File: src/design/sprite_cfg.svh
`ifndef SPRITE_CFG_SVH
`define SPRITE_CFG_SVH

// --------------------------------------------------
// sprite renderer sizing
// --------------------------------------------------

// sprites in the attribute file, power of two up to 8
`define SPR_COUNT 8

// visible pixels per line, x field is 8 bits
`define LINE_W 256

// pixel memory word address width
`define MEM_AW 12

`endif
File: src/design/vid_pkg.sv
package vid_pkg;

	// --------------------------------------------------
	// line buffer entry
	// --------------------------------------------------
	typedef struct packed {
		logic       opaque;	// 0 means nothing drawn here
		logic [5:0] color;
	} pix_t;

	// --------------------------------------------------
	// pixel memory
	// --------------------------------------------------

	// one word holds 4 palette nibbles or 2 direct bytes
	typedef logic [15:0] mem_word_t;

endpackage

File: src/design/sprite_regs.sv
`timescale 1ns/1ns
`include "sprite_cfg.svh"

module sprite_regs import vid_pkg::*; (
	input  logic               clk,
	input  logic               host_we,
	input  logic               reg_sel,
	input  logic [`MEM_AW-1:0] host_addr,
	input  mem_word_t          host_wdata,
	input  logic [5:0]         attr_ra,	// {sprite, byte}
	output logic [7:0]         attr_rd,
	input  logic [3:0]         pal_ra,
	output logic [5:0]         pal_rd
);

	localparam int AW = $clog2(`SPR_COUNT) + 3;	// attribute byte address bits

	logic [7:0] attr_mem [`SPR_COUNT*8];
	logic [5:0] pal_mem  [16];

	logic attr_hit;
	logic pal_hit;

	// --------------------------------------------------
	// host decode, register space only
	// --------------------------------------------------
	assign attr_hit = host_we && reg_sel && (host_addr < `SPR_COUNT*8);
	assign pal_hit  = host_we && reg_sel && (host_addr >= 64);	// 64 and up

	always_ff @(posedge clk)
	begin
		if (attr_hit)
			attr_mem[host_addr[AW-1:0]] <= host_wdata[7:0];
		if (pal_hit)
			pal_mem[host_addr[3:0]] <= host_wdata[5:0];	// low byte, 6 colour bits
	end

	// --------------------------------------------------
	// engine reads, no clock
	// --------------------------------------------------
	assign attr_rd = attr_mem[attr_ra[AW-1:0]];
	assign pal_rd  = pal_mem[pal_ra];

endmodule

File: config.mk
export PLATFORM = sky130hd
export DESIGN_NAME = sprite_regs
export DESIGN_NICKNAME = d
export VERILOG_FILES = /design/src/design/vid_pkg.sv /design/src/design/sprite_regs.sv
export VERILOG_INCLUDE_DIRS = /design/src /design/src/design
export SDC_FILE = /design/constraint.sdc
export NUM_CORES = 1
export LEC_CHECK = 0
export BUFFER_PORTS_ARGS = -buffer_cell sky130_fd_sc_hd__buf_4
export CAP_MARGIN = 0
export CORE_ASPECT_RATIO = 1.25
export CORE_UTILIZATION = 35
export DETAILED_ROUTE_END_ITERATION = 12
export PLACE_DENSITY_LB_ADDON = 0.2
export SYNTH_ARGS = -nofsm -noshare
export SYNTH_HDL_FRONTEND = slang
export SYNTH_SLANG_ARGS = --single-unit
File: constraint.sdc
create_clock -name clk -period 2.49 [get_ports clk]
set_clock_uncertainty 0.1 [all_clocks]
set_input_delay 0.1245 -clock clk [delete_from_list [all_inputs] [get_ports clk]]
set_output_delay 0.1245 -clock clk [all_outputs]
set_load 0.05 [all_outputs]
# [After elaboration in Yosys (flattened, before gate mapping)]
# Memory sizes are Yosys's and may differ from the RTL's.
# Cells that the tools add are included.
[op_classes] mux=4 magnitude_cmp=2 n_reduce_logical=3
[op_table] operator="$ge 12x7->1 const B" count=1
[op_table] operator="$lt 12x7->1 const B" count=1
[op_table] operator="$mux 1" count=4
[op_table] operator="$logic_and 1x1->1" count=3
[word_totals] inputBits=41 ramBits=608 n_memories=2 word_cells=11 out_inout_bits=14 regBits=0
[mem_list] memory="attr_mem" words=64 width=8 rd=1 rd_clocked_by_memory_dff=0 write_ports=1 line="sprite_regs.sv:18" rtl="logic [7:0] attr_mem [`SPR_COUNT*8];"
[mem_list] memory="pal_mem" words=16 width=6 rd=1 rd_clocked_by_memory_dff=0 write_ports=1 line="sprite_regs.sv:19" rtl="logic [5:0] pal_mem [16];"

# [Depth between registers and ports, before layout]
[logic_depth] word_depth=4 ltp_mapped=9

# [Worst setup path after synthesis]
# Ideal clock, no wire load.
[synth_path] path_type="input to output" from="in attr_ra[1]" to="out attr_rd[3]" path_slack_ns=0.234 t_arrival_ns=2.031 required_time_ns=2.266 n_path_buf=4 stages=8 path_cell_list="buf_4 -> buf_4 -> buf_4 -> buf_2 -> mux2i_1 -> o22ai_1 -> nor2_1 -> a21oi_1"
[synth_between] elab_chain_len=1
[synth_rtl] element="from (decl)" line="sprite_regs.sv:10" rtl="input logic [5:0] attr_ra,"
[synth_rtl] element="$mem_v2 64x8"
[synth_rtl] element="to (decl)" line="sprite_regs.sv:11" rtl="output logic [7:0] attr_rd,"
# No other way between the ends.

# [Final worst setup path]
[layout_path] from="mem attr_mem[3][6]" to="out attr_rd[6]"
[layout_between] elab_chain_len=1
[layout_rtl] element="from (decl)" line="sprite_regs.sv:18"
[layout_rtl] element="$mem_v2 64x8"
# No other way between the ends.

==> impl_metrics.toml <==
[floorplanning]
start_util_pct = 35.5
die_area_um2 = 68900
rows = 106
die_h_um = 293
core_area_um2 = 67000
num_io_pins = 55
die_w_um = 235

[yosys]
synthCells = 1114
syn_area_um2 = 23700
ys_seq_area_share_pct = 76.9
syn_nets = 1155
synth_ff_type = "edfxtp_1"
ys.warnings.count = 0
ys_types = 43
synth_commonest_cells = "edfxtp_1, mux4_2, nor2_1"
avgSynthCellArea_um2 = 21.3
netlist.area_leader.share_pct = 76.9
synthTopCellsByArea = "edfxtp_1, mux4_2, nor2_1, nand2_1, buf_2"
synth_edf_count = 608
async_flop_share_pct = 0
synth.most_common_cell = "edfxtp_1"
synth_top_area_cell = "edfxtp_1"
synth_seq_cells = 608

[timing]
fmax_mhz = 369
hold_slack_ns = -0.0167
setup_viol = 8
finalCriticalPeriod_ns = 2.71
finalHoldViolations = 5
fin_ws_ns = -0.222
finalSetupTns_ns = -1.01
drv_slew = 0
relSlewSlack_pct = 27.0
post-route-period-util_pct = 109
max_slew.worst_pin.slew_ns = 1.09
grt_setup_unrepaired = "true"

[routing]
ant_nets = 0
vias = 11700
wire_per_inst_um = 25.9
routed_wl_mm = 57.6
drc = 0
drt-pass1-iter-count = 5
vias_per_cell = 5.25
drt_iter0_markers = 880

[pwr]
finalPower_mw = 21.7
power.density_nw_per_um2 = 761
power.leakage_nw = 9.03
vdd_drop_max_uv = 516

[placement]
placed_cells = 2113
post_dp_cell_area_um2 = 26200
numPortBuffers = 46
gp_congestion = 0.850
dp_hpwl_mm = 37.2
preCtsSetupSlack_ns = -0.146

[setup_path]
critPathKind = "register to output pin"
critical_path.max_fanout = 1
cp-start-kind = "register"
required_ns = 2.27
crit_path_end_kind = "output pin"
cp.arrival_ns = 2.49

[clock_network]
htreeDepth = 2
cts_made_buffers = 59
postCtsSetupBuffers = 0
cts_sinks = 608
clkTransAtPathRegs_ns = 0.06
tritoncts = "built"
cts_root_buffer = "clkbuf_16"
clock_path_buffers = 3

[global_route]
grt_util_met3_pct = 2.58
grt_overflow = 0
grt_pass1_wl_mm = 85.5
antenna_found_initial = 1
grt_pass1_vias = 12200
use_met1_pct = 22.2
grt_max_degree = 81
met2_usage_pct = 29.1
grt_usage_pct = 17.0
busiest_layer = "met2"

[min_path]
hold_start = "host_wdata[6]"
holdPathEnd = "attr_mem[38][6]"
min_path_type = "input port to register"
hold_depth = 1

[final_layout]
stdcell_count = 2224
final_nets = 1353
post-route-util_pct = 42.5
fin_area_um2 = 28500
drive_above_1_share_pct = 35.4
area_growth_pct = 19.9
antenna_cells = 0

[outcome]
violations = "negative hold slack, negative setup slack"
outcome = "finished, violations left"

[run]
cap_viol_max_count = 0
==> placed cells by master (no fill, tap or decap), types with 11 or more instances in the layout <==
cell type / Yosys / final
buf_4: 4 / 158
nand2_1: 32 / 32
mux4_2: 154 / 155
clkbuf_16: 0 / 61
nand3_1: 16 / 13
nor2b_1: 13 / 11
buf_6: 8 / 13
nor2_1: 94 / 93
o22ai_1: 16 / 11
clkbuf_1: 22 / 14
clkinv_2: 0 / 14
buf_12: 1 / 19
nand2b_1: 11 / 11
edfxtp_1: 608 / 608
==> critical path, stage by stage (launching register included) <==
cell and delay, ns:
edfxtp_1 0.35, mux4_2 0.49, nor2b_4 0.16, a2111oi_4 0.19, buf_4 0.18, nor3_2 0.03
a22o_1 0.29, buf_6 0.18
==> cell families after synthesis <==
family                 Yosys count  share of synthesized area, %
DFF                            608                          76.9
and+or+nand+nor                192                          3.64
muxes                          170                          15.4
AOI/OAI and AO/OA               82                          2.47
buffers and inverters           62                          1.57
==> metal layers <==
layer | vias to the layer above | part of all wire (%)
li1 | 5064 | -
met1 | 6231 | 42
met2 | 305 | 50
met3 | 85 | 4.4
met4 | 2 | 3.1
met5 | - | 0.021
==> area by class of cell <==
| cell class | count | area (um^2) |
|---|---|---|
| flip-flops and latches | 608 | 18300 |
| fillers | 5781 | 38500 |
| repair buffers | 198 | 1810 |
| well taps | 864 | 1080 |
| clock inverters | 34 | 368 |
| clock buffers | 75 | 1580 |
| inverters | 1 | 3.75 |
| multi-input cells | 444 | 5370 |
==> power by group <==
group          switching [mW]  internal [mW]
Sequential            0.00404           11.3
Combinational           0.814          0.535
Clock                    3.76           5.29
==> flip-flops by register name (all words and copies together) (netlist names) <==
signal    flops
attr_mem    512
pal_mem      96
==> repair_timing <==
| action | 4_1_cts | 5_1_grt |
|---|---|---|
| cloned | 0 | 0 |
| gates resized for setup | 54 | 12 |
| endpoints found under the setup margin | 13 | 12 |
| endpoints found under the hold margin | 86 | 0 |
| pin swaps | 19 | 4 |
| hold buffers | 5 | 0 |
==> worst max-delay path by stage <==
stage | from | end | slack, ns | cells after the start
floorplan | attr_ra[1] | attr_rd[3] | 0.23 | 8
global placement | attr_ra[0] | attr_rd[7] | -0.14 | 9
detailed placement | attr_ra[0] | attr_rd[7] | -0.15 | 9
CTS | attr_mem[3][6] | attr_rd[6] | -0.29 | 7
global route | attr_mem[0][6] | attr_rd[6] | -0.29 | 7
finish | attr_mem[3][6] | attr_rd[6] | -0.22 | 7
Note: power is estimated with default switching activity, not from simulation.
