File: src/design/sprite_cfg.svh
`ifndef SPRITE_CFG_SVH
`define SPRITE_CFG_SVH

// --------------------------------------------------
// sprite renderer sizing
// --------------------------------------------------

// sprites in the attribute file, power of two up to 8
`define SPR_COUNT 8

// visible pixels per line, x field is 8 bits
`define LINE_W 256

// pixel memory word address width
`define MEM_AW 12

`endif
File: src/design/vid_pkg.sv
package vid_pkg;

	// --------------------------------------------------
	// line buffer entry
	// --------------------------------------------------
	typedef struct packed {
		logic       opaque;	// 0 means nothing drawn here
		logic [5:0] color;
	} pix_t;

	// --------------------------------------------------
	// pixel memory
	// --------------------------------------------------

	// one word holds 4 palette nibbles or 2 direct bytes
	typedef logic [15:0] mem_word_t;

endpackage

File: src/design/spr_pkg.sv
`include "sprite_cfg.svh"

package spr_pkg;

	// byte offsets inside one 8-byte attribute record
	typedef enum logic [2:0] {
		A_X      = 3'd0,	// left x position
		A_Y      = 3'd1,	// top line
		A_H      = 3'd2,	// height in lines
		A_W      = 3'd3,	// width in words
		A_CTRL   = 3'd4,	// mode, flip
		A_BASE_L = 3'd5,
		A_BASE_H = 3'd6,
		A_RSVD   = 3'd7		// spare
	} attr_idx_e;

	// control bits 1:0
	typedef enum logic [1:0] {
		M_OFF    = 2'd0,
		M_PAL16  = 2'd1,	// 4 nibbles per word through palette
		M_DIRECT = 2'd2,	// 2 bytes per word, bit 7 opaque
		M_OFF3   = 2'd3		// treated as off too
	} spr_mode_e;

	localparam int CTRL_FLIPX = 7;	// control byte

	// latched sprite, one at a time
	typedef struct packed {
		logic [7:0]         x;
		logic [7:0]         row;	// line inside sprite
		logic [7:0]         width;	// words per row
		spr_mode_e          mode;
		logic               flipx;
		logic [`MEM_AW-1:0] base;
	} spr_desc_t;

endpackage

File: src/design/mem_bus_if.sv
`timescale 1ns/1ns
`include "sprite_cfg.svh"

// read port from sprite fetcher into the shared pixel memory
interface mem_bus_if import vid_pkg::*; ();

	logic               req;	// held until strobe
	logic [`MEM_AW-1:0] addr;	// steady while req
	logic               strobe;	// one cycle, data valid
	mem_word_t          rdata;

	// fetcher side
	modport fetch (
		output req,
		output addr,
		input  strobe,
		input  rdata
	);

	// memory side
	modport mem (
		input  req,
		input  addr,
		output strobe,
		output rdata
	);

endinterface

File: src/design/sprite_engine.sv
`timescale 1ns/1ns
`include "sprite_cfg.svh"

module sprite_engine import spr_pkg::*, vid_pkg::*; (
	input  logic       clk,
	input  logic       line_start,
	input  logic [8:0] vline,
	output logic [5:0] attr_ra,
	input  logic [7:0] attr_rd,
	output logic [3:0] pal_ra,
	input  logic [5:0] pal_rd,
	mem_bus_if.fetch   bus,
	output logic       wr_en,
	output logic [7:0] wr_x,
	output pix_t       wr_pix,
	output logic       done
);

	localparam int SW = $clog2(`SPR_COUNT);
	localparam int AW = `MEM_AW;

	typedef enum logic [3:0] {
		S_CTRL, S_Y, S_H, S_W, S_X, S_BL, S_BH,	// attribute walk
		S_WAIT,		// word fetch
		S_PIX,		// one pixel per cycle
		S_DONE
	} state_e;

	state_e         state;
	logic [SW-1:0]  num;		// current sprite
	attr_idx_e      idx;
	spr_desc_t      desc;
	logic [8:0]     rel;		// vline minus y wraps when above
	logic [7:0]     words_left;
	logic [1:0]     pix_cnt;	// pixels after this one in word
	mem_word_t      word_sr;	// msb pixel first
	logic [10:0]    pos;		// wide so flip never wraps
	logic [9:0]     pix_w;
	logic [AW-1:0]  base_full;
	spr_mode_e      ctrl_mode;
	logic           spr_end;
	pix_t           cur_pix;

	// --------------------------------------------------
	// attribute addressing
	// --------------------------------------------------
	always_comb
	begin
		case (state)
		S_CTRL:  idx = A_CTRL;
		S_Y:     idx = A_Y;
		S_H:     idx = A_H;
		S_W:     idx = A_W;
		S_X:     idx = A_X;
		S_BL:    idx = A_BASE_L;
		S_BH:    idx = A_BASE_H;
		default: idx = A_RSVD;
		endcase
	end

	assign attr_ra   = 6'({num, idx});
	assign ctrl_mode = spr_mode_e'(attr_rd[1:0]);
	assign pix_w     = (desc.mode == M_DIRECT) ? {1'b0, desc.width, 1'b0} : {desc.width, 2'b0};
	assign base_full = AW'({attr_rd, desc.base[7:0]});

	// sprite finished or skipped this cycle
	assign spr_end = ((state == S_CTRL) && (ctrl_mode inside {M_OFF, M_OFF3}))
		|| ((state == S_H) && (rel >= {1'b0, attr_rd}))	// not on this line
		|| ((state == S_W) && (attr_rd == 8'd0))		// zero width so nothing to fetch
		|| ((state == S_PIX) && (pix_cnt == 2'd0) && (words_left == 8'd1));

	// --------------------------------------------------
	// control FSM
	// --------------------------------------------------
	always_ff @(posedge clk or posedge line_start)
	begin
		if (line_start)
		begin
			state <= S_CTRL;
			num <= '0;
			bus.req <= 1'b0;
			words_left <= '0;
			pix_cnt <= '0;
		end
		else if (spr_end)
		begin
			state <= (&num) ? S_DONE : S_CTRL;
			num <= num + 1'b1;
		end
		else
		begin
			case (state)
			S_CTRL: state <= S_Y;
			S_Y:    state <= S_H;
			S_H:    state <= S_W;
			S_W:    state <= S_X;
			S_X:    state <= S_BL;
			S_BL:   state <= S_BH;
			S_BH:
			begin
				bus.req <= 1'b1;	// first word of row
				words_left <= desc.width;
				state <= S_WAIT;
			end
			S_WAIT:
				if (bus.strobe)
				begin
					bus.req <= 1'b0;
					pix_cnt <= (desc.mode == M_DIRECT) ? 2'd1 : 2'd3;
					state <= S_PIX;
				end
			S_PIX:
				if (pix_cnt != 2'd0)
					pix_cnt <= pix_cnt - 2'd1;
				else
				begin
					words_left <= words_left - 8'd1;
					bus.req <= 1'b1;	// next word
					state <= S_WAIT;
				end
			S_DONE: state <= S_DONE;	// hold till line_start
			default: state <= S_DONE;
			endcase
		end
	end

	// --------------------------------------------------
	// descriptor, address and pixel datapath
	// --------------------------------------------------
	always_ff @(posedge clk)
	begin
		case (state)
		S_CTRL:
		begin
			desc.mode <= ctrl_mode;
			desc.flipx <= attr_rd[CTRL_FLIPX];
		end
		S_Y:  rel <= vline - {1'b0, attr_rd};
		S_H:  desc.row <= rel[7:0];	// visible so fits 8 bits
		S_W:  desc.width <= attr_rd;
		S_X:  desc.x <= attr_rd;
		S_BL:
		begin
			desc.base <= AW'(attr_rd);
			// flipped rows start at the right end
			pos <= desc.flipx ? ({3'b0, desc.x} + {1'b0, pix_w} - 11'd1) : {3'b0, desc.x};
		end
		S_BH:
		begin
			desc.base <= base_full;
			bus.addr <= base_full + AW'(desc.row) * AW'(desc.width);
		end
		S_WAIT:
			if (bus.strobe)
			begin
				word_sr <= bus.rdata;
				bus.addr <= bus.addr + 1'b1;	// req drops same edge
			end
		S_PIX:
		begin
			word_sr <= (desc.mode == M_DIRECT) ? (word_sr << 8) : (word_sr << 4);
			pos <= desc.flipx ? (pos - 11'd1) : (pos + 11'd1);
		end
		default: ;
		endcase
	end

	// --------------------------------------------------
	// line buffer write
	// --------------------------------------------------
	assign pal_ra = word_sr[15:12];

	always_comb
	begin
		if (desc.mode == M_DIRECT)
		begin
			cur_pix.opaque = word_sr[15];
			cur_pix.color = word_sr[13:8];
		end
		else
		begin
			cur_pix.opaque = |word_sr[15:12];	// index 0 see-through
			cur_pix.color = pal_rd;
		end
	end

	assign wr_en  = (state == S_PIX) && cur_pix.opaque && (pos < `LINE_W);	// clip right
	assign wr_x   = pos[7:0];
	assign wr_pix = cur_pix;
	assign done   = (state == S_DONE);

	// no fetch left open once the line is done
	a_done_idle: assert property (@(posedge clk) disable iff (line_start)
		done |-> !bus.req);

endmodule

File: src/flat_wrapper.sv
// flat-port wrapper written by rule: the top's interface ports become plain ports
module sprite_engine_flat import spr_pkg::*, vid_pkg::*;
  (clk, line_start, vline, attr_ra, attr_rd, pal_ra, pal_rd, wr_en, wr_x, wr_pix, done, bus_req, bus_addr, bus_strobe, bus_rdata);
  mem_bus_if bus_i ();
  input  logic clk;
  input  logic line_start;
  input  logic [8:0] vline;
  output logic [5:0] attr_ra;
  input  logic [7:0] attr_rd;
  output logic [3:0] pal_ra;
  input  logic [5:0] pal_rd;
  output logic wr_en;
  output logic [7:0] wr_x;
  output pix_t wr_pix;
  output logic done;
  output wire logic [$bits(bus_i.req)-1:0] bus_req;
  output wire logic [$bits(bus_i.addr)-1:0] bus_addr;
  input wire logic [$bits(bus_i.strobe)-1:0] bus_strobe;
  input wire logic [$bits(bus_i.rdata)-1:0] bus_rdata;
  assign bus_req = bus_i.req;
  assign bus_addr = bus_i.addr;
  assign bus_i.strobe = bus_strobe;
  assign bus_i.rdata = bus_rdata;
  sprite_engine u_core (.clk(clk), .line_start(line_start), .vline(vline), .attr_ra(attr_ra), .attr_rd(attr_rd), .pal_ra(pal_ra), .pal_rd(pal_rd), .bus(bus_i), .wr_en(wr_en), .wr_x(wr_x), .wr_pix(wr_pix), .done(done));
endmodule
File: config.mk
export PLATFORM = sky130hd
export DESIGN_NAME = sprite_engine_flat
export DESIGN_NICKNAME = d
export VERILOG_FILES = /design/src/design/vid_pkg.sv /design/src/design/spr_pkg.sv /design/src/design/mem_bus_if.sv /design/src/design/sprite_engine.sv /design/src/flat_wrapper.sv
export VERILOG_INCLUDE_DIRS = /design/src /design/src/design
export SDC_FILE = /design/constraint.sdc
export NUM_CORES = 1
export LEC_CHECK = 0
export BUFFER_PORTS_ARGS = -buffer_cell sky130_fd_sc_hd__buf_2
export CAP_MARGIN = 15
export CELL_PAD_IN_SITES_DETAIL_PLACEMENT = 1
export CELL_PAD_IN_SITES_GLOBAL_PLACEMENT = 1
export CORE_MARGIN = 2
export CORE_UTILIZATION = 44
export CTS_BUF_LIST = sky130_fd_sc_hd__clkbuf_4 sky130_fd_sc_hd__clkbuf_8
export CTS_CLUSTER_SIZE = 10
export DETAILED_ROUTE_END_ITERATION = 10
export GPL_TIMING_DRIVEN = 0
export PLACE_DENSITY = 0.78
export SLEW_MARGIN = 10
export SYNTH_ARGS = -nofsm -noshare
export SYNTH_HDL_FRONTEND = slang
export SYNTH_SLANG_ARGS = --single-unit
File: constraint.sdc
create_clock -name clk -period 10.72 [get_ports clk]
set_input_delay 0 -clock clk [delete_from_list [all_inputs] [get_ports clk]]
set_output_delay 0 -clock clk [all_outputs]
set_load 0.02 [all_outputs]
==> Yosys cells after proc, flatten, opt, wreduce, memory -nomap -nowiden <==
Index checks and enable logic that the tools add are counted.
{ "totals": {"ff_bits": 101, "word_cells": 103} }
{ "op_classes": {"magnitude_cmp": 2, "multipliers": 1, "reduce_logical": 30, "n_mux": 26, "addsub": 10, "eq_ne": 17, "bitwise": 2} }
{ "ops": {"columns": ["cell", "count"], "rows": [
  ["$pmux W4 S9", 1],
  ["$mux W16", 2],
  ["$pmux W16 S2", 1],
  ["$pmux W8 S2", 2],
  ["$pmux W12 S2", 1],
  ["$mux W11", 2],
  ["$pmux W11 S2", 1],
  ["$sub A11 B1 Y11 const B", 2],
  ["$pmux W3 S7", 1],
  ["$eq A4 B3 Y1 const B", 4],
  ["$mux W4", 4],
  ["$add A12 B1 Y12 const B", 1],
  ["$add A12 B12 Y12", 1],
  ["$mul A8 B8 Y12", 1],
  ["$mux W12", 1],
  ["$reduce_bool A2 Y1", 6],
  ["$add A11 B1 Y11 const B", 1],
  ["$add A8 B10 Y11", 1],
  ["$lt A11 B9 Y1 const B", 1],
  ["$mux W10", 1],
  ["$ge A9 B8 Y1", 1],
  ["$sub A9 B8 Y9", 1],
  ["$eq A4 B2 Y1 const B", 2],
  ["$eq A4 B4 Y1 const B", 2],
  ["25 further kinds", 47]
]} }

==> Depth between registers and ports, before layout <==
{ "logic_depth": {"word_depth": 8, "mapped_depth": 17, "ltp_nobuf": 16} }

==> Worst setup path before layout <==
No wires, ideal clock.
{ "synth_path": {"path_kind": "register -> register", "startpoint": "register u_core.desc[21] in the netlist's numbering", "endpoint": "register u_core.bus.addr[11] (data pin)", "arrival_time_ns": 4.027, "n_path_buf": 1, "stages_incl_launch_ff": 16, "path_slack_ns": 6.428, "required_time_ns": 10.455, "period_less_slack_ns": 4.292, "cell_sequence": "edfxtp_1 > clkbuf_1 > nand2_1 > fa_1 > fa_1 > inv_1 > fa_1 > inv_1 > fa_1 > inv_1 > ha_1 > o21a_1 > a2111oi_0 > nor3_1 > xnor2_1 > mux2i_1"} }
{ "synth_via": {"elab_chain_cells": 3} }
{ "synth_rtl": {"columns": ["element", "line", "text"], "rows": [
  ["start: declaration", "sprite_engine.sv:32", "spr_desc_t desc;"],
  ["$mul A8 B8 Y12", "sprite_engine.sv:151", "bus.addr <= base_full + AW'(desc.row) * AW'(desc.width);"],
  ["$add A12 B12 Y12", "sprite_engine.sv:151", null],
  ["$pmux W12 S2", "sprite_engine.sv:132", "case (state)"],
  ["end signal: assignment", "sprite_engine.sv:151", null],
  ["end signal: assignment", "sprite_engine.sv:157", "bus.addr <= bus.addr + 1'b1;"],
  ["end: declaration", "mem_bus_if.sv:15", "output addr,"]
]} }
Every way passes these cells.
A chain may end at the register's enable or synchronous reset.

==> Worst setup path after layout <==
{ "layout_path": {"startpoint": "register u_core.desc[15] in the netlist's numbering", "endpoint": "register u_core.bus.addr[11] (data pin)"} }
Same word-level chain as after synthesis.

==> flow_metrics.py <==
metrics = {
    "outcome": {
        "run_status": "finished, final reports clean",
    },
    "place": {
        "gp_congestion": 0.837,
        "place_area_um2": 8930,
        "hpwl_mm": 16.9,
        "pre_cts_ws_ns": 5.78,
        "place.port_buffers": 81,
    },
    "floorplanning": {
        "die_area_um2": 19800,
        "coreArea_um2": 18100,
        "initial_utilization_pct": 45.3,
        "fp.dieH_um": 141,
        "fp.dieW_um": 141,
        "core.rowCount": 49,
        "io_pins": 82,
    },
    "sta": {
        "layout_setup_ws_ns": 5.73,
        "layout_min_cycle_time_ns": 4.99,
        "finClkSkew_ns": 0.0119,
        "finalHoldViolCount": 0,
        "report.final.setup_viol": 0,
        "period_share_pct": 46.5,
        "max_freq_mhz": 201,
        "rsz0062_at_grt": "no",
        "final_max_slew_viol_count": 0,
        "fin_tns_setup_ns": 0,
        "max-slew-margin-rel_pct": 42.0,
        "tightest_slew_ns": 0.863,
    },
    "synth": {
        "syn_nets": 1011,
        "synth-async-reset-ratio_pct": 17.8,
        "synth_edf_count": 83,
        "synthFlopType": "edfxtp_1",
        "synth.cell_area_um2": 8220,
        "syn_avg_cell_area_um2": 9.64,
        "yosysSeqAreaShare_pct": 35.8,
        "ys_warn_count": 0,
        "netlist_instances": 853,
        "yosys.cell_types.count": 60,
        "synth_seq_cells": 101,
    },
    "clock_network": {
        "root_buffer": "clkbuf_8",
        "cts_tree": "done",
        "cts_buffer_depth": 2,
        "cts_inserted_buffers": 9,
        "clock-sinks": 101,
        "post_cts_resized": 0,
        "cts.clk_slew.worst_paths_ns": 0.11,
        "htreeDepth": 3,
        "insertion_delay_ns": 0.39,
    },
    "critical_path": {
        "cp-end-kind": "flip-flop",
        "reg2regPathDepth": 16,
        "r2r_start": "u_core.desc[15]",
        "cp.required_ns": 10.86,
        "cp_slowest_cell": "fa_1",
        "cp_slowest_stage_delay_ns": 0.57,
        "startpoint": "u_core.desc[15]",
        "r2r-end": "u_core.bus.addr[11]",
        "ff2ff_setup_slack_ns": 5.73,
        "crit_arrival_ns": 5.12,
        "path_class": "flip-flop to flip-flop",
        "cp_num_buf_inv": 5,
        "crit_chain": "clkbuf_1 -> nand2_1 -> fa_1 -> inv_1 -> fa_1 -> inv_1 -> fa_1 -> fa_1 -> inv_1 -> ha_1 -> inv_1 -> o21ai_0 -> a2111oi_0 -> nor3_1 -> xnor2_1 -> mux2i_1",
        "cp_top_family": "adder cells",
        "worstSetupStartpointType": "flip-flop",
        "critPathMaxFanout": 10,
    },
    "power_and_ir_drop": {
        "p_seq_share_pct": 53.5,
        "power.density_nw_per_um2": 84.1,
        "power.switching_uw": 184,
        "leakagePower_uw": 0.00425,
        "p_int_uw": 609,
        "p_clk_share_pct": 38.5,
        "p_comb_share_pct": 8.0,
        "switching_share_pct": 23.2,
        "peakVddDrop_v": 0.0000714,
    },
    "detailed_routing": {
        "avgRoutedWirePerCell_um": 18.5,
        "vias": 6487,
        "viasPerCell": 5.37,
        "detail_route.iter0.violations": 272,
        "totalWireLength_mm": 22.4,
        "drc_errors": 0,
        "ant_nets": 0,
        "dr.pass1.iters": 5,
    },
    "cells_and_area": {
        "drive_gt1_share_pct": 13.6,
        "area_growth_pct": 14.7,
        "antenna_cells": 0,
        "utilization_pct": 52.0,
        "nets": 1131,
        "final_area_um2": 9430,
    },
    "global_routing": {
        "first_global_vias": 7038,
        "grt_max_degree": 19,
        "grt_pass1_wl_mm": 35.8,
        "grtUsageTotal_pct": 23.1,
        "grt_antenna_before_repair": 0,
        "overflow": 0,
    },
    "min_path": {
        "hp-class": "input port to flip-flop",
        "min_to": "u_core.state[0]",
        "worstHoldPathCells": 3,
        "min-delay-start": "bus_strobe",
    },
    "run": {
        "cap_violations": 0,
    },
}
==> synthesized netlist by cell type, types with 3 or more instances <==
master | n | area share, %
buf_4 | 12 | 1.1
and2_1 | 32 | 2.4
nand3_1 | 19 | 1.2
nor4_1 | 4 | 0.30
or3_1 | 4 | 0.30
a31oi_1 | 11 | 0.84
clkbuf_1 | 21 | 0.96
or2_2 | 4 | 0.30
fa_1 | 44 | 11
mux2i_1 | 11 | 1.3
dfrtp_1 | 18 | 5.5
inv_1 | 120 | 5.5
o21a_1 | 3 | 0.27
nand2b_1 | 9 | 0.68
a21oi_1 | 40 | 2.4
ha_1 | 72 | 11
nand2_1 | 107 | 4.9
nor2_1 | 40 | 1.8
xnor2_1 | 27 | 2.9
a21o_1 | 9 | 0.82
a211oi_1 | 5 | 0.46
buf_2 | 5 | 0.30
o22ai_1 | 3 | 0.23
xor2_1 | 21 | 2.2
o21ai_0 | 42 | 2.6
edfxtp_1 | 83 | 30
nand4_1 | 5 | 0.38
o21bai_1 | 5 | 0.46
nor3_1 | 17 | 1.0
nor2b_1 | 14 | 1.1
and3_1 | 5 | 0.38
o211ai_1 | 4 | 0.37
==> cells by family (layout without fill, tap and decap cells) <==
kind of cell | Yosys count | after routing | synth area share, %
AO/OA/AOI/OAI | 139 | 139 | 10.9
XOR/XNOR | 48 | 48 | 5.11
adder cells (fa/ha/maj) | 116 | 116 | 21.7
AND/OR/NAND/NOR | 273 | 273 | 16.7
flip-flops | 101 | 101 | 35.8
buffers and inverters | 162 | 287 | 8.11
multiplexers | 14 | 14 | 1.75
==> sequential cells by signal, summed over array words and instances, names as in the netlist, 2 cells and up <==
register           cells
u_core.desc           27
u_core.word_sr        16
u_core.bus.addr       12
u_core.pos            11
u_core.rel             9
u_core.base_full       8
u_core.words_left      8
u_core.state           4
u_core.num             3
u_core.pix_cnt         2
==> per-stage QoR <==
step,total power (uW),hold WS [ns],std cells
floorplan,467,-0.0614,853
global placement,486,0.163,1163
detailed placement,489,0.167,1165
CTS,799,0.00366,1207
global route,814,0.0249,1207
finish,793,0.00913,1207
==> cell type report <==
type                    count  area, um^2
fillers                  2096        8720
multi-input cells         590        4620
flip-flops and latches    101        2940
repair buffers            109         678
inverters                 121         454
well taps                 229         287
plain buffers              41         213
clock buffers               9         124
clock inverters             7         111
==> routing by layer <==
| metal | track usage (%) | wire (um) | vias up |
|---|---|---|---|
| li1 | - | - | 3097 |
| met1 | 30.2 | 10100 | 3212 |
| met2 | 40.0 | 11000 | 137 |
| met3 | 2.24 | 728 | 41 |
| met4 | 8.63 | 556 | 0 |
| met5 | 0 | 0 | - |
==> power groups by stage <==
| stage | combinational (uW) | sequential, uW | clock [uW] |
|---|---|---|---|
| floorplan | 33.9 | 433 | 0 |
| global placement | 52.7 | 433 | 0 |
| detailed placement | 55.5 | 433 | 0 |
| CTS | 63.3 | 424 | 311 |
| global route | 71.0 | 424 | 318 |
| finish | 63.7 | 424 | 305 |
==> layout by cell type (no fill, tap or decap), types with 26 or more instances in the layout <==
| cell | Yosys | routed |
|---|---|---|
| inv_1 | 120 | 120 |
| nor2_1 | 40 | 40 |
| o21ai_0 | 42 | 41 |
| xnor2_1 | 27 | 27 |
| and2_1 | 32 | 32 |
| fa_1 | 44 | 44 |
| ha_1 | 72 | 72 |
| dlygate4sd3_1 | 0 | 26 |
| a21oi_1 | 40 | 39 |
| edfxtp_1 | 83 | 83 |
| nand2_1 | 107 | 107 |
| buf_2 | 5 | 87 |
==> repair_timing <==
action,4_1_cts,5_1_grt
hold buffers,26,0
endpoints found under the hold margin,62,0
setup buffers,0,0
==> worst max-delay path by stage <==
stage | slack [ns] | end | depth (start not counted)
floorplan | 6.43 | u_core.bus.addr[11] | 15
finish | 5.73 | u_core.bus.addr[11] | 16
CTS | 5.74 | u_core.bus.addr[11] | 16
detailed placement | 5.78 | u_core.bus.addr[11] | 16
global route | 5.50 | u_core.bus.addr[11] | 16
global placement | 5.84 | u_core.bus.addr[11] | 16
==> tightest hold or removal path, stage by stage <==
cell     delay (ns)
buf_2          0.14
o32a_1         0.15
o21ai_0        0.07
(Power assumes the default switching activity.)
